<file path="config.mk">
export PLATFORM = sky130hd
export DESIGN_NAME = power_seq_top
export DESIGN_NICKNAME = d
export VERILOG_FILES = /design/src/logic/power_pkg.sv /design/src/logic/reg_pkg.sv /design/src/logic/rail_conditioner.sv /design/src/logic/seq_timer.sv /design/src/logic/sequencer_fsm.sv /design/src/logic/status_regs.sv /design/src/logic/power_seq_top.sv
export SDC_FILE = /design/constraint.sdc
export NUM_CORES = 1
export LEC_CHECK = 0
export BUFFER_PORTS_ARGS = -buffer_cell sky130_fd_sc_hd__buf_4
export CORE_AREA = 5 5 128 130
export CTS_CLUSTER_SIZE = 40
export DETAILED_ROUTE_END_ITERATION = 8
export DIE_AREA = 0 0 133 135
export GPL_ROUTABILITY_DRIVEN = 0
export PLACE_DENSITY = 0.68
export SYNTH_ARGS = -nofsm -noshare
export SYNTH_HDL_FRONTEND = slang
export SYNTH_SLANG_ARGS = --single-unit
</file>
<file path="constraint.sdc">
create_clock -name clk_in -period 2.3 [get_ports clk_in]
set_input_delay 0.115 -clock clk_in [delete_from_list [all_inputs] [get_ports clk_in]]
set_output_delay 0.115 -clock clk_in [all_outputs]
set_load 0.02 [all_outputs]
</file>
<file path="src/logic/power_pkg.sv">
/*
 * Power sequencer definitions
 * Rail count, rail indices, timer widths, FSM state codes and the rail word view
 */
`default_nettype none

package power_pkg;

	localparam int rail_count = 15;
	localparam int rail_idx_bits = 4;
	localparam int last_rail = rail_count - 1;

	// A count ends when the counter's top bit sets
	localparam int delay_bits_default = 17;
	localparam int watchdog_bits_default = 24;

	// Rails feeding the second socket
	localparam logic [rail_count-1:0] cpub_rail_mask = 15'h5548;

	// Sequencer states
	localparam int state_bits = 3;
	localparam logic [state_bits-1:0] st_off = 3'd0;
	localparam logic [state_bits-1:0] st_wait = 3'd1;
	localparam logic [state_bits-1:0] st_settle = 3'd2;
	localparam logic [state_bits-1:0] st_on = 3'd3;
	localparam logic [state_bits-1:0] st_fault = 3'd4;

	// One rail word seen as a bitmap or as two register bytes
	typedef union packed {
		struct packed {
			logic spare;
			logic [rail_count-1:0] rails;
		} map;
		struct packed {
			logic [7:0] hi;
			logic [7:0] lo;
		} halves;
	} rail_word_u;

endpackage

`default_nettype wire

</file>
<file path="src/logic/reg_pkg.sv">
/*
 * Status register map
 * Byte addresses, identification values and status bit positions
 */
`default_nettype none

package reg_pkg;

	localparam logic [7:0] version_addr = 8'd0;
	localparam logic [7:0] clr_err_addr = 8'd3;
	localparam logic [7:0] pg_snap_hi_addr = 8'd5;
	localparam logic [7:0] pg_snap_lo_addr = 8'd6;
	localparam logic [7:0] status_addr = 8'd7;
	localparam logic [7:0] en_lo_addr = 8'd8;
	localparam logic [7:0] en_hi_addr = 8'd9;
	localparam logic [7:0] pg_lo_addr = 8'd10;
	localparam logic [7:0] pg_hi_addr = 8'd11;
	localparam logic [7:0] vendor_addr = 8'd12;

	localparam logic [7:0] fpga_version = 8'h06;
	localparam logic [7:0] vendor_id0 = 8'h52;
	localparam logic [7:0] vendor_id1 = 8'h43;
	localparam logic [7:0] vendor_id2 = 8'h53;
	localparam logic [7:0] vendor_id3 = 8'h20;

	// Status byte layout
	localparam int stat_sysgood_bit = 0;
	localparam int stat_sysen_bit = 1;
	localparam int stat_fault_bit = 2;
	localparam int stat_op_err_bit = 3;
	localparam int stat_wait_err_bit = 4;
	localparam int stat_cpub_bit = 5;

endpackage

`default_nettype wire

</file>
<file path="src/logic/rail_conditioner.sv">
/*
 * Rail conditioner
 * Masks second-socket enables, fakes their power-good when the CPU is absent,
 * applies the debug override and synchronizes power-good and system enable
 */
`default_nettype none

module rail_conditioner (
	input wire logic clk_in,
	input wire logic reset,
	input wire logic sysen,
	input wire logic debug_in,
	input wire logic cpub_present_n,
	input wire logic [power_pkg::rail_count-1:0] rail_pg,
	input wire logic [power_pkg::rail_count-1:0] en_req,
	output logic [power_pkg::rail_count-1:0] rail_en,
	output logic [power_pkg::rail_count-1:0] pg_sync,
	output logic sysen_sync,
	output logic cpub_clk_oe
);
	import power_pkg::*;

	logic [rail_count-1:0] absent_mask;
	logic [rail_count-1:0] pg_cond;
	logic [rail_count-1:0] pg_meta;
	logic sysen_cond;
	logic sysen_meta;

	// Second-socket rails while that CPU is missing
	assign absent_mask = cpub_rail_mask & {rail_count{cpub_present_n}};

	always_ff @(posedge clk_in) begin
		if (reset) begin
			rail_en <= '0;
			cpub_clk_oe <= 1'b0;
			pg_cond <= '0;
			pg_meta <= '0;
			pg_sync <= '0;
			sysen_cond <= 1'b0;
			sysen_meta <= 1'b0;
			sysen_sync <= 1'b0;
		end else begin
			rail_en <= en_req & ~absent_mask;
			cpub_clk_oe <= ~cpub_present_n;
			// Absent rails report good as soon as they are requested
			pg_cond <= rail_pg | (absent_mask & en_req);
			// Debug strap low forces the system on
			sysen_cond <= sysen | ~debug_in;
			pg_meta <= pg_cond;
			pg_sync <= pg_meta;
			sysen_meta <= sysen_cond;
			sysen_sync <= sysen_meta;
		end
	end

	// No second-socket rail is driven while the CPU is absent
	assert property (@(posedge clk_in) disable iff (reset)
		cpub_present_n |=> ((rail_en & cpub_rail_mask) == '0));

endmodule

`default_nettype wire

</file>
<file path="src/logic/seq_timer.sv">
/*
 * Sequencer timers
 * Settle delay after each power-good and watchdog between enable and power-good
 */
`default_nettype none

module seq_timer #(
	parameter int delay_bits = power_pkg::delay_bits_default,
	parameter int watchdog_bits = power_pkg::watchdog_bits_default
) (
	input wire logic clk_in,
	input wire logic reset,
	input wire logic delay_run,
	input wire logic wait_run,
	output logic delay_done_pulse,
	output logic wait_expired
);

	logic [delay_bits-1:0] delay_cnt;
	logic [watchdog_bits-1:0] wait_cnt;

	always_ff @(posedge clk_in) begin
		if (reset) begin
			delay_cnt <= '0;
			wait_cnt <= '0;
			delay_done_pulse <= 1'b0;
			wait_expired <= 1'b0;
		end else begin
			delay_done_pulse <= delay_run & delay_cnt[delay_bits-1];
			wait_expired <= wait_run & wait_cnt[watchdog_bits-1];

			// Each counter restarts when its run level drops or its count ends
			if (!delay_run || delay_cnt[delay_bits-1]) begin
				delay_cnt <= '0;
			end else begin
				delay_cnt <= delay_cnt + 1'b1;
			end
			if (!wait_run || wait_cnt[watchdog_bits-1]) begin
				wait_cnt <= '0;
			end else begin
				wait_cnt <= wait_cnt + 1'b1;
			end
		end
	end

	// The FSM never waits and settles at once
	assert property (@(posedge clk_in) disable iff (reset) !(delay_run && wait_run));

endmodule

`default_nettype wire

</file>
<file path="src/logic/sequencer_fsm.sv">
/*
 * Rail sequencer FSM
 * Walks the rails in order, generates the enable requests,
 * latches watchdog and operation faults and produces sysgood
 */
`default_nettype none

module sequencer_fsm (
	input wire logic clk_in,
	input wire logic reset,
	input wire logic [power_pkg::rail_count-1:0] pg_sync,
	input wire logic sysen_sync,
	input wire logic delay_done_pulse,
	input wire logic wait_expired,
	input wire logic clr_err,
	input wire logic bmc_software_pg,
	output logic delay_run,
	output logic wait_run,
	output logic [power_pkg::rail_count-1:0] en_req,
	output logic [power_pkg::rail_count-1:0] settled,
	output logic fault,
	output logic op_err,
	output logic wait_err,
	output logic sysgood_raw,
	output logic sysgood
);
	import power_pkg::*;

	logic [state_bits-1:0] state;
	logic [rail_idx_bits-1:0] rail_idx;
	logic [rail_count-1:0] en_next;
	logic op_detect;
	logic wait_timeout;
	logic fault_next;

	assign wait_run = (state == st_wait);
	assign delay_run = (state == st_settle);
	assign sysgood_raw = (state == st_on);
	assign fault = (state == st_fault);

	// Settled rail that has lost its power-good
	assign op_detect = |(settled & ~pg_sync);
	assign wait_timeout = wait_run & wait_expired;
	assign fault_next = fault ? ~clr_err : (op_detect | wait_timeout);

	// Up behind the rail below, down only after the rail above is gone
	always_comb begin
		en_next[0] = sysen_sync | pg_sync[1];
		for (int i = 1; i < last_rail; i++) begin
			en_next[i] = (sysen_sync & settled[i-1]) | pg_sync[i+1];
		end
		en_next[last_rail] = sysen_sync & settled[last_rail-1];
	end

	always_ff @(posedge clk_in) begin
		if (reset) begin
			state <= st_off;
			rail_idx <= '0;
			settled <= '0;
			en_req <= '0;
			op_err <= 1'b0;
			wait_err <= 1'b0;
			sysgood <= 1'b0;
		end else begin
			en_req <= fault_next ? '0 : en_next;
			sysgood <= sysgood_raw & bmc_software_pg;

			if (fault) begin
				if (clr_err) begin
					state <= st_off;
					op_err <= 1'b0;
					wait_err <= 1'b0;
				end
			end else if (op_detect || wait_timeout) begin
				state <= st_fault;
				settled <= '0;
				op_err <= op_detect;
				wait_err <= wait_timeout;
			end else if (!sysen_sync) begin
				// Power-down runs from the enable rule alone
				state <= st_off;
				settled <= '0;
			end else begin
				case (state)
					st_off: begin
						rail_idx <= '0;
						state <= st_wait;
					end
					st_wait: begin
						if (pg_sync[rail_idx]) begin
							state <= st_settle;
						end
					end
					st_settle: begin
						if (delay_done_pulse) begin
							settled[rail_idx] <= 1'b1;
							if (rail_idx == rail_idx_bits'(last_rail)) begin
								state <= st_on;
							end else begin
								rail_idx <= rail_idx + 1'b1;
								state <= st_wait;
							end
						end
					end
					st_on: begin
						state <= st_on;
					end
					default: begin
						state <= st_off;
					end
				endcase
			end
		end
	end

	// Every rail stays dark for as long as the fault is held
	assert property (@(posedge clk_in) disable iff (reset) fault |-> (en_req == '0));

endmodule

`default_nettype wire

</file>
<file path="src/logic/status_regs.sv">
/*
 * Status registers
 * Byte-wide register file behind the bus slave strobes,
 * with the error-clear read and a power-good snapshot frozen on fault
 */
`default_nettype none

module status_regs (
	input wire logic clk_in,
	input wire logic reset,
	input wire logic read_req,
	input wire logic data_valid,
	input wire logic [7:0] data_from_master,
	input wire power_pkg::rail_word_u pg_sync,
	input wire power_pkg::rail_word_u rail_en,
	input wire logic [power_pkg::rail_count-1:0] settled,
	input wire logic fault,
	input wire logic op_err,
	input wire logic wait_err,
	input wire logic sysgood_raw,
	input wire logic sysen_sync,
	input wire logic cpub_present_n,
	output logic [7:0] data_to_master,
	output logic clr_err
);
	import power_pkg::*;
	import reg_pkg::*;

	logic [7:0] reg_ptr;
	logic load_pending;
	logic [7:0] status_byte;
	logic [7:0] read_byte;
	rail_word_u pg_snap;

	always_comb begin
		status_byte = '0;
		status_byte[stat_sysgood_bit] = sysgood_raw;
		status_byte[stat_sysen_bit] = sysen_sync;
		status_byte[stat_fault_bit] = fault;
		status_byte[stat_op_err_bit] = op_err;
		status_byte[stat_wait_err_bit] = wait_err;
		status_byte[stat_cpub_bit] = ~cpub_present_n;
	end

	always_comb begin
		case (reg_ptr)
			version_addr: read_byte = fpga_version;
			clr_err_addr: read_byte = 8'hff;
			pg_snap_hi_addr: read_byte = pg_snap.halves.hi;
			pg_snap_lo_addr: read_byte = pg_snap.halves.lo;
			status_addr: read_byte = status_byte;
			en_lo_addr: read_byte = rail_en.halves.lo;
			en_hi_addr: read_byte = rail_en.halves.hi;
			pg_lo_addr: read_byte = pg_sync.halves.lo;
			pg_hi_addr: read_byte = pg_sync.halves.hi;
			vendor_addr: read_byte = vendor_id0;
			vendor_addr + 8'd1: read_byte = vendor_id1;
			vendor_addr + 8'd2: read_byte = vendor_id2;
			vendor_addr + 8'd3: read_byte = vendor_id3;
			default: read_byte = '0;
		endcase
	end

	always_ff @(posedge clk_in) begin
		if (reset) begin
			reg_ptr <= '0;
			load_pending <= 1'b0;
			data_to_master <= '0;
			clr_err <= 1'b0;
		end else begin
			load_pending <= data_valid | read_req;
			clr_err <= data_valid && (data_from_master == clr_err_addr);
			// A new address wins over auto-increment
			if (data_valid) begin
				reg_ptr <= data_from_master;
			end else if (read_req) begin
				reg_ptr <= reg_ptr + 8'd1;
			end
			// Byte is sampled once per strobe and held for the master
			if (load_pending) begin
				data_to_master <= read_byte;
			end
		end
	end

	// Snapshot keeps the power-good pattern seen when the fault hit
	always_ff @(posedge clk_in) begin
		if (!fault) begin
			pg_snap <= pg_sync;
		end
	end

	// Reported sysgood implies the whole walk has settled
	assert property (@(posedge clk_in) disable iff (reset) sysgood_raw |-> (&settled));

endmodule

`default_nettype wire

</file>
<file path="src/logic/power_seq_top.sv">
/*
 * Power-rail sequencer top level
 * Connects input conditioning, timers, sequencer FSM and status registers
 */
`default_nettype none

module power_seq_top #(
	parameter int delay_bits = power_pkg::delay_bits_default,
	parameter int watchdog_bits = power_pkg::watchdog_bits_default
) (
	input wire logic clk_in,
	input wire logic reset,
	input wire logic sysen,
	input wire logic debug_in,
	input wire logic cpub_present_n,
	input wire logic bmc_software_pg,
	input wire logic [power_pkg::rail_count-1:0] rail_pg,
	output logic [power_pkg::rail_count-1:0] rail_en,
	output logic sysgood,
	output logic cpub_clk_oe,
	input wire logic read_req,
	input wire logic data_valid,
	input wire logic [7:0] data_from_master,
	output logic [7:0] data_to_master
);
	import power_pkg::*;

	logic [rail_count-1:0] pg_sync;
	logic [rail_count-1:0] en_req;
	logic [rail_count-1:0] settled;
	logic sysen_sync;
	logic delay_run;
	logic wait_run;
	logic delay_done_pulse;
	logic wait_expired;
	logic fault;
	logic op_err;
	logic wait_err;
	logic sysgood_raw;
	logic clr_err;
	rail_word_u pg_word;
	rail_word_u en_word;

	// Register views of the rail vectors
	assign pg_word.map = '{spare: 1'b0, rails: pg_sync};
	assign en_word.map = '{spare: 1'b0, rails: rail_en};

	rail_conditioner u_conditioner (
		.clk_in(clk_in), .reset(reset), .sysen(sysen), .debug_in(debug_in),
		.cpub_present_n(cpub_present_n), .rail_pg(rail_pg), .en_req(en_req),
		.rail_en(rail_en), .pg_sync(pg_sync), .sysen_sync(sysen_sync),
		.cpub_clk_oe(cpub_clk_oe)
	);

	seq_timer #(.delay_bits(delay_bits), .watchdog_bits(watchdog_bits)) u_timer (
		.clk_in(clk_in), .reset(reset), .delay_run(delay_run), .wait_run(wait_run),
		.delay_done_pulse(delay_done_pulse), .wait_expired(wait_expired)
	);

	sequencer_fsm u_fsm (
		.clk_in(clk_in), .reset(reset), .pg_sync(pg_sync), .sysen_sync(sysen_sync),
		.delay_done_pulse(delay_done_pulse), .wait_expired(wait_expired),
		.clr_err(clr_err), .bmc_software_pg(bmc_software_pg),
		.delay_run(delay_run), .wait_run(wait_run), .en_req(en_req), .settled(settled),
		.fault(fault), .op_err(op_err), .wait_err(wait_err),
		.sysgood_raw(sysgood_raw), .sysgood(sysgood)
	);

	status_regs u_regs (
		.clk_in(clk_in), .reset(reset), .read_req(read_req), .data_valid(data_valid),
		.data_from_master(data_from_master), .pg_sync(pg_word), .rail_en(en_word),
		.settled(settled), .fault(fault), .op_err(op_err), .wait_err(wait_err),
		.sysgood_raw(sysgood_raw), .sysen_sync(sysen_sync),
		.cpub_present_n(cpub_present_n), .data_to_master(data_to_master),
		.clr_err(clr_err)
	);

endmodule

`default_nettype wire

</file>
* After elaboration in Yosys (flattened, before gate mapping) *
Cells that the tools add are included.

word-level totals
  bits in registers = 180
  latch bits = 0
  RAM bits = 0
  bits in read-only memories = 0
  input port bits = 31
  output and inout port bits = 25
  word-level logic and storage cells = 150
  memories = 0

operators by class
  $add $sub $neg = 4
  multipliers = 0
  div/mod/pow operators = 0
  $lt $le $gt $ge = 2
  eq/ne operators = 25
  shifts and indexed selects = 0
  muxes and demuxes = 28
  bitwise logic cells = 47
  reduce and logical (&&, ||, !) cells = 20

operators with widths
  kind                   count
  $pmux 8 s13            1
  $eq 8x4->1 const B     8
  $mux 15                4
  $and 15x15->15         3
  $not 15->15            2
  $or 15x15->15          2
  $add 24x1->24 const B  1
  $eq 8x3->1 const B     3
  $and 1x1->1            18
  $mux 3                 6
  $add 17x1->17 const B  1
  $or 1x1->1             17
  $eq 8x2->1 const B     2
  $mux 8                 2
  $reduce_or 15->1       1
  $pmux 3 s4             1
  $add 8x1->8 const B    1
  $logic_not 8->1        1
  $mux 1                 8
  $mux 4                 2
  $pmux 4 s2             1
  $eq 3x2->1 const B     2
  $ne 3x1->1 const B     2
  $reduce_and 3->1       2
  22 further kinds       35

* Longest topological paths before layout *
Gate-level depths: netlist (run 1).

  depth in word-level cells = 9
  gate-level depth with buffers = 8
  depth with buffers taken out = 7

* By module *
Synthesis (run 1) repeated with hierarchy kept, for this count alone.

second synthesis, totals
  cells, all modules = 760
  area total of the unflattened synthesis = 7429.6 um^2

modules (own cells, without submodules)
  module            times used  cells an instance  area each (um^2)  sequential area each (um^2)
  status_regs       1           203                1926.8            840.8
  seq_timer         1           207                1884.3            860.8
  sequencer_fsm     1           208                1858.0            800.8
  rail_conditioner  1           141                1756.7            1281.2
  power_seq_top     1           1                  3.8               0.0

* Least setup slack after synthesis (run 1) *
Ideal clock, no wire load.

  path type = register -> register
  start = reg u_fsm.state[0]
  end = reg u_fsm.settled[14] (netlist name)
  library setup time = 150 ps
  arrival time = 1671 ps
  setup slack = 479 ps
  cell stages (with the launch flop) = 7
  path buffers = 1
  clock period less this slack = 1821 ps
  cell sequence = dfxtp_1 > buf_4 > nor3b_2 > inv_1 > and3_1 > o21ai_1 > a2111oi_2

on the way
  cells in the longest elaborated chain, start to end = 5
  elaborated cells between the ends (all ways) = 10

RTL lines
  element                     line                 RTL
  start, declared             sequencer_fsm.sv:29  logic [state_bits-1:0] state;
  start signal, assigned      sequencer_fsm.sv:57  state <= st_off;
  start signal, assigned      sequencer_fsm.sv:70  state <= st_off;
  start signal, assigned      sequencer_fsm.sv:75  state <= st_fault;
  $eq 3x1->1                  sequencer_fsm.sv:36  assign wait_run = (state == st_wait);
  $and 1x1->1                 sequencer_fsm.sv:43  assign wait_timeout = wait_run & wait_expired;
  $logic_or 1x1->1            sequencer_fsm.sv:74  end else if (op_detect || wait_timeout) begin
  $ne 3x1->1 (no line)        n/a
  $reduce_and 3->1 (no line)  n/a
  end signal, assigned        sequencer_fsm.sv:59  settled <= '0;
  end signal, assigned        sequencer_fsm.sv:76  settled <= '0;
  end signal, assigned        sequencer_fsm.sv:82  settled <= '0;
  end, declared               sequencer_fsm.sv:20  output logic [power_pkg::rail_count-1:0] settled,

Parallel ways exist; a longest one is shown, timed or not.
A chain may end at the register's enable or synchronous reset.

* Final worst setup path (run 1) *
  start = reg u_regs.reg_ptr[0]
  end = reg u_regs.reg_ptr[2]

on the way
  cells in the longest elaborated chain, start to end = 3

RTL lines
  element                 line               RTL
  start, declared         status_regs.sv:29  logic [7:0] reg_ptr;
  start signal, assigned  status_regs.sv:75  reg_ptr <= data_from_master;
  start signal, assigned  status_regs.sv:77  reg_ptr <= reg_ptr + 8'd1;
  $add 8x1->8             status_regs.sv:77
  $mux 8                  status_regs.sv:76  end else if (read_req) begin
  $mux 8                  status_regs.sv:74  if (data_valid) begin

Every way passes these cells. The select of a mux whose other input is x is not followed.

==> run metrics, run 1 <==
Worst Tran Pin Value=approximately 560 ps; post-synthesis area per instance=9.79 um^2; fin cells=1047; router iterations before antenna repair=5; CTS buffer count=17; GR Util All Layers=0.192; status=finished clean; relative slew slack=0.627; Reg power frac=0.496; IO Pins=56; Die Span Y=135 um; critical path class=register to register; clk slew on worst S/H paths=80 ps; Clock Latency Late Sink=430 ps; IO Port Bufs=55; Comb power frac=0.063; Min-Delay Path Class=input pin to register; top post-synthesis cells by area=dfxtp_1, edfxtp_1, nor2b_1; Seq cells post-synth=180; ys async rst share=0; max_cap viols=0; switching part of the total=0.253; DP HPWL=11900 um; NetSw=1.67 mW; Post-Route Utilization=0.599; Setup Skew=14.8 ps; Post-synth EDFFs=15; routed vias=slightly below 6000; register area=between 3000 and 4000 um^2; post-route antenna net violation count=0; final hold violation count=0; leading area contributor after synthesis=dfxtp_1; Slew Limit Fails=0; Mapped Cells=757; pin count of the biggest net entering global routing=89; # nets final=887; final WL=17100 um; area of the multi-input gates=3330 um^2; cell with the most instances after synthesis=dfxtp_1; WHS=18.0 ps; type of destination of the critical path=register; Synth top cells by count=dfxtp_1, nor2_1, nor2b_1; clk sinks=between 150 and 200; H-tree lvl count=4; DRC errors left=0; Main synth FF type=dfxtp_1; Post-Syn Nets=between 700 and 800; # rows=45; total design power=6.60 mW; Detailed Route Iter0 Violations=491; Diodes inserted=0; GRT overflow=0; Core ar.=15000 um^2; clock share of power=0.440; Final setup viols=0; CTS tree=yes; Setup Fix Bufs, Post-CTS=0; Post-Route Setup TNS=0 ps; warnings from Yosys=0; synthesized cell area=7410 um^2; f_max=485 MHz; initial antenna violation count=0; Layout area overhead=21.6%; crit path max fanout=19; crit path time final=2060 ps; P per Cell Area=about 730 nW/um^2; drt wl/cell=about 16 um; post-DR vias/cell=5.54; Max VDD drop=0.578 mV; Die W=133 um; Fillers=1257; RSZ-0062 raised after global routing=no; CP required=2620 ps; initial core utilization=0.493; layout cells sized above 1=0.182; vias in the first global route=5600; DP Cell Count=983; root cell of the clock tree=clkbuf_16; top cell type's share of synthesized area=0.446; Cell variety after synth=between 60 and 70; Worst Path Arrival=roughly 2400 ps; DIE AREA=18000 um^2; first-pass GRT wire length=27700 um; fin crit share=0.896; Pleak=3.29 nW; Clock Tree Buf Depth=2; P_int=4.93 mW; CP Launch Type=register; sequential-to-total area share from yosys stat=0.507
==> state kept, by name (all words and copies together), names as in the netlist, 3 cells and up <==
register	flops
u_timer.delay_cnt	17
u_fsm.state	3
u_conditioner.pg_cond	15
u_regs.reg_ptr	8
u_conditioner.rail_en	15
u_fsm.en_req	15
u_timer.wait_cnt	24
u_regs.data_to_master	8
u_regs.pg_snap	15
u_conditioner.pg_meta	15
u_fsm.settled	15
u_fsm.rail_idx	4
u_conditioner.pg_sync	15
==> worst paths after layout <==
| check | startpoint | to | slack (ps) | depth (start not counted) |
|---|---|---|---|---|
| setup / recovery | u_regs.reg_ptr[0]$_SDFFE_PP0P_ | u_regs.reg_ptr[2]$_SDFFE_PP0P_ | 240 | 7 |
| hold / removal | cpub_present_n | u_conditioner.pg_cond[10]$_SDFF_PP0_ | 20 | 3 |
| setup reg to reg | u_regs.reg_ptr[0]$_SDFFE_PP0P_ | u_regs.reg_ptr[2]$_SDFFE_PP0P_ | 240 | 7 |
| hold reg to reg | u_conditioner.pg_meta[11]$_SDFF_PP0_ | u_conditioner.pg_sync[11]$_SDFF_PP0_ | 430 | 1 |
==> cell families after synthesis <==
logic type      count (synthesis)  share of synthesized area
simple gates                  303                      0.225
flops                         180                      0.507
compound gates                142                      0.148
buf+inv                        77                     0.0441
xor+xnor                       38                     0.0449
fa+ha+maj                      10                     0.0169
mux                             7                     0.0145
==> through the flow <==
step                      instance area [um^2]  setup slack (ps)
after CTS                                 9010              30.1
after floorplan                           7410               479
final                                     9010               239
after detailed placement                  8070               259
after global routing                      9010              90.4
after global placement                    8070               326
==> metal layers <==
layer | track usage | part of all wire
met2 | 0.318 | 0.49
met3 | 0.0402 | 0.057
met5 | 0 | 0
met1 | 0.240 | 0.43
met4 | 0.0878 | 0.021
==> power groups by stage <==
stage               registers (mW)  clock network (mW)  logic, mW
floorplan                     3.34                   0      0.241
global placement              3.35                   0      0.360
detailed placement            3.35                   0      0.368
CTS                           3.28                2.97      0.416
global route                  3.28                3.11      0.454
finish                        3.28                2.91      0.419
==> layout by cell type (no fill, tap or decap), drive strengths merged, types with 13 or more instances in the layout <==
cell / count
dfxtp: 165
nor2: 86
buf: 82
nor2b: 57
a21oi: 46
inv: 40
nand2: 32
dlygate4sd3: 32
o21ai: 27
nor3: 26
nand3: 25
xor2: 24
clkbuf: 18
nand2b: 17
edfxtp: 15
a2111oi: 15
xnor2: 14
and3: 13
==> critical path, stage by stage (launching register included) <==
cell and delay [ps]:
dfxtp_1 440, ha_2 480, nand2_1 120, xor2_1 170, nor2_1 60, a21oi_1 90, dlygate4sd3_1 550, nor2_1 40
==> repair_timing <==
action	CTS	global route
hold buffers	32	0
hold endpoints to repair	27	0
resized for setup	0	1
setup endpoints to repair	0	1
==> cell type report <==
| type | count | area share |
|---|---|---|
| clock buffer | 18 | 0.0487 |
| clock inverter | 14 | 0.0199 |
| inverter | 33 | 0.0137 |
| multi-input combinational | 500 | 0.370 |
| sequential | 180 | 0.417 |
| tap | 188 | 0.0261 |
| timing repair buffer | 114 | 0.105 |
(Power assumes the default switching activity.)
==> run 2: changes to the inputs <==
Settings changed: CORE_AREA 5 5 128 130 to 5 5 123 125, DIE_AREA 0 0 133 135 to 0 0 128 130, PLACE_DENSITY 0.68 to 0.72.
==> run 2 against run 1 <==
Net effect:
- worst setup slack got worse by 96 ps
- cell area decreased by 0.71%
- clock power decreased by 1%
- largest cell class unchanged
- largest power group unchanged
==> run metrics, run 2 (synthesis results as in run 1) <==
# nets final=884; relative slew slack=0.599; f_max=463 MHz; RSZ-0062 raised after global routing=no; CP Launch Type=register; RR Endpoint=u_regs.reg_ptr[3]$_SDFFE_PP0P_; Worst Path Arrival=2470 ps; Slew Limit Fails=0; most frequent cells in the layout=dfxtp_1, nor2_1, buf_4, nor2b_1, a21oi_1; Critical Path Sink=u_regs.reg_ptr[3]$_SDFFE_PP0P_; Top reg by flops=u_timer.wait_cnt; Global Route met1 Usage=0.269; status=finished clean; most common cell after layout, fill and taps aside=dfxtp_1; initial core utilization=0.538; Detailed Route Iter0 Violations=610; post-DR vias/cell=5.64; R2R depth=6; critical path class=register to register; GRT overflow=0; vias in the first global route=roughly 5600; pin count of the biggest net entering global routing=51; Die Span Y=130 um; IO Pins=56; Post-Route Utilization=0.650; max reg flops=24; Die W=around 130 um; clk slew on worst S/H paths=70 ps; CTS buffer count=17; Diodes inserted=0; r2r startpoint=u_regs.reg_ptr[3]$_SDFFE_PP0P_; Comb power frac=0.062; IO Port Bufs=55; Clock Latency Late Sink=~440 ps; final hold violation count=0; drt wl/cell=approximately 16 um; Min-Delay Path Class=input pin to register; grt met3 use=0.0540; leading registers by flop count=u_timer.wait_cnt x24, u_timer.delay_cnt x17; router iterations before antenna repair=5; setup slack, reg-to-reg=140 ps; H-tree lvl count=4; Post-Route Setup TNS=0 ps; clk sinks=180; type of destination of the critical path=register; crit path max fanout=17; max_cap viols=0; crit path time final=2160 ps; layout cells sized above 1=0.178; GR Util All Layers=0.212; Reg power frac=0.501; Max VDD drop=0.570 mV; routed vias=5839; busiest grt layer=met2; # rows=43; root cell of the clock tree=clkbuf_16; DRC errors left=0; P_int=5.00 mW; Final setup viols=0; initial antenna violation count=0; Clock Tree Buf Depth=2; Setup Skew=15.8 ps; clock share of power=0.438; post-route antenna net violation count=0; Worst Tran Pin Value=~600 ps; DIE AREA=16600 um^2; Layout area overhead=20.8%; NetSw=1.56 mW; CTS tree=yes; WHS=24.8 ps; Fillers=1122; final WL=17000 um; met2 usage=0.346; switching part of the total=0.239; CP required=2610 ps; first-pass GRT wire length=28000 um; Core ar.=13800 um^2; DP HPWL=12000 um; Critical Path Start=u_regs.reg_ptr[3]$_SDFFE_PP0P_; Pleak=3.26 nW; P per Cell Area=733 nW/um^2; fin crit share=0.938
## run 2: worst min-delay path by stage
stage                         from                                   end  slack (ps)  cells past startpoint
floorplan                 debug_in   u_conditioner.sysen_cond$_SDFF_PP0_         210                      1
global placement          debug_in   u_conditioner.sysen_cond$_SDFF_PP0_         290                      2
detailed placement        debug_in   u_conditioner.sysen_cond$_SDFF_PP0_         310                      2
CTS                 cpub_present_n  u_conditioner.pg_cond[14]$_SDFF_PP0_          10                      3
global route        cpub_present_n  u_conditioner.pg_cond[10]$_SDFF_PP0_          40                      3
finish              cpub_present_n  u_conditioner.pg_cond[10]$_SDFF_PP0_          20                      3
## run 2: power groups by stage
stage	Sequential, mW	Combinational [mW]	Clock, mW
after CTS	3.28	0.399	2.94
final	3.28	0.404	2.87
after floorplan	3.34	0.241	0
after global routing	3.29	0.439	3.07
after detailed placement	3.35	0.353	0
after global placement	3.35	0.344	0
## run 2: what timing repair did
item | in CTS | in global routing
endpoints found under the setup margin | 0 | 1
resized for setup | 0 | 1
hold buffers | 32 | 0
hold endpoints to repair | 26 | 0
buffers inserted | 0 | 0
## run 2: final cells by class
class	instances	area (um^2)	area share
flip-flops and latches	180	3750	0.420
inverters	33	124	0.0138
well taps	180	225	0.0252
multi-input cells	500	3330	0.372
clock buffers	19	443	0.0495
repair buffers	111	913	0.102
clock inverters	13	156	0.0175
## run 2: routing by layer
| metal | share of wire | vias to the layer above |
|---|---|---|
| met2 | 0.48 | 213 |
| li1 | - | 2813 |
| met3 | 0.068 | 40 |
| met1 | 0.43 | 2773 |
| met4 | 0.024 | 0 |
| met5 | 0 | - |
## run 2: metrics by stage
stage / power, mW / setup WS [ps] / std cells / instance area [um^2]
6_report: 6.56 / 142 / 1036 / 8950
5_1_grt: 6.80 / 3.61 / 1036 / 8950
4_1_cts: 6.62 / 88.3 / 1036 / 8940
3_5_place_dp: 3.71 / 250 / 972 / 8020
3_3_place_gp: 3.70 / 380 / 972 / 8020
2_1_floorplan: 3.58 / 479 / 757 / 7410
## run 2: worst max-delay path, cell delays in order, from the launching register on
cell and delay, ps:
dfxtp_1 690, inv_1 330, xnor2_1 240, nor2_1 60, a21oi_1 110, dlygate4sd3_1 560
nor2_1 40
==> run 3: changes to the inputs <==
Clock period 2.3 ns to 2.2 ns, I/O delays scaled along.
==> run 3 against run 2 <==
Net effect:
- total power grew 6.5%
- fmax increased by 8.6%
- clock skew decreased by 10 ps
- critical path type unchanged
==> run metrics, run 3 (synthesis results as in run 1) <==
status=finished clean; router iterations before antenna repair=7; Detailed Route Iter0 Violations=between 500 and 600; vias in the first global route=between 5000 and 6000; Slew Limit Fails=0; # nets final=886; final hold violation count=0; slowest CP cell=dfxtp_1; DRC errors left=0; CTS tree=yes; clk sinks=180; P per Cell Area=778 nW/um^2; leading registers by flop count=u_timer.wait_cnt x24, u_timer.delay_cnt x17; drt wl/cell=between 15 and 20 um; Die W=128 um; relative slew slack=0.617; Top reg by flops=u_timer.wait_cnt; crit path time final=1990 ps; initial antenna violation count=0; Max stage delay on crit path=440 ps; total design power=6.98 mW; Die Span Y=130 um; HP Start=cpub_present_n; final WL=17300 um; critical path class=register to register; Clock Tree Buf Depth=2; most frequent cells in the layout=dfxtp_1, nor2_1, buf_4, nor2b_1, a21oi_1; r2r startpoint=u_regs.reg_ptr[0]$_SDFFE_PP0P_; Core ar.=13800 um^2; CP Launch Type=register; most common cell after layout, fill and taps aside=dfxtp_1; CTS buffer count=17; CP top delay family=compound AO/OA/AOI/OAI gates; max_cap viols=0; Hold Crit Depth=3; clk slew on worst S/H paths=60 ps; post-route antenna net violation count=0; IO Port Bufs=55; Setup Fix Bufs, Post-CTS=0; # rows=43; hold endpoint=u_conditioner.pg_cond[14]$_SDFF_PP0_; Diodes inserted=0; post-DR vias/cell=about 5.5; layout cells sized above 1=0.182; Max VDD drop=roughly 0.57 mV; first-pass GRT wire length=approximately 28000 um; RR Endpoint=u_regs.data_to_master[5]$_SDFFE_PP0P_; f_max=503 MHz; Min-Delay Path Class=input pin to register; pin count of the biggest net entering global routing=51; crit path max fanout=11; Worst Path Arrival=2280 ps; root cell of the clock tree=clkbuf_16; type of destination of the critical path=register; GR Util All Layers=0.214; R2R depth=7; CP bufs+invs=2; Post-Route Utilization=0.652; CP required=around 2500 ps; routed vias=5754; Clock Latency Late Sink=430 ps; IO Pins=56; fin crit share=0.903; Layout area overhead=21.2%; H-tree lvl count=4; Pleak=3.27 nW; setup slack, reg-to-reg=roughly 210 ps; GRT overflow=0; Worst Tran Pin Value=~570 ps; Fillers=1115; max reg flops=24; Setup Skew=5.54 ps; DIE AREA=~17000 um^2; initial core utilization=0.538; CP cell instances=inv_1 -> ha_1 -> buf_4 -> a221oi_1 -> o22ai_1 -> a211oi_1 -> o32ai_1; Final setup viols=0; Post-Route Setup TNS=0 ps; WHS=39.7 ps; DP HPWL=12000 um; RSZ-0062 raised after global routing=no
[run 3: cell types whose count changed in the layout (fill, tap and decap cells not counted), sizes merged]
| cell | delta |
|---|---|
| bufinv | +2 |
| inv | -3 |
| buf | +2 |
| clkinvlp | +1 |
[run 3: what timing repair did]
item | CTS | global route
endpoints found under the hold margin | 26 | 0
gates resized for setup | 0 | 3
endpoints found under the setup margin | 0 | 7
hold buffers | 32 | 0
[run 3: where the power goes]
group          switching (mW)  leakage [nW]  internal (mW)  total [mW]
registers              0.0480          1.52           3.38        3.43
clock network            1.29         0.295           1.83        3.13
logic                   0.235          1.46          0.194       0.429
[run 3: cell type report]
class | count | area (um^2) | share of cell area
sequential | 180 | 3750 | 0.418
tap | 180 | 225 | 0.0251
clock buffer | 19 | 443 | 0.0493
clock inverter | 13 | 169 | 0.0188
inverter | 33 | 124 | 0.0138
multi-input combinational | 500 | 3340 | 0.372
timing repair buffer | 113 | 928 | 0.103
[run 3: through the flow]
step / setup WS, ps / instances / area (um^2)
after floorplan: 379 / 757 / 7410
after global placement: 214 / 974 / 8040
after detailed placement: 62.7 / 974 / 8040
final: 213 / 1038 / 8980
after global routing: 35.6 / 1038 / 8980
after CTS: 49.4 / 1038 / 8970
[run 3: tightest hold or removal path: stages]
cell and delay (ps):
buf_4 170, a21oi_1 80, nor2_1 60
[run 3: routing by layer]
layer	track usage	wire length (um)	vias up
met1	0.270	7420	2710
met2	0.364	8480	202
met4	0.0886	323	0
li1	-	-	2811
met3	0.0397	1060	31
met5	0	0	-
[run 3: how the worst max path moves through the flow]
stage	start	endpoint	slack (ps)	cells past startpoint
2_1_floorplan	u_fsm.state[0]$_SDFFE_PP0P_	u_fsm.settled[14]$_SDFFE_PP0P_	380	6
3_3_place_gp	u_regs.reg_ptr[0]$_SDFFE_PP0P_	u_regs.data_to_master[6]$_SDFFE_PP0P_	210	6
3_5_place_dp	u_regs.reg_ptr[0]$_SDFFE_PP0P_	u_regs.reg_ptr[6]$_SDFFE_PP0P_	60	4
4_1_cts	u_regs.reg_ptr[0]$_SDFFE_PP0P_	u_regs.reg_ptr[6]$_SDFFE_PP0P_	50	4
5_1_grt	u_regs.reg_ptr[0]$_SDFFE_PP0P_	u_regs.data_to_master[5]$_SDFFE_PP0P_	40	7
6_report	u_regs.reg_ptr[0]$_SDFFE_PP0P_	u_regs.data_to_master[5]$_SDFFE_PP0P_	210	7
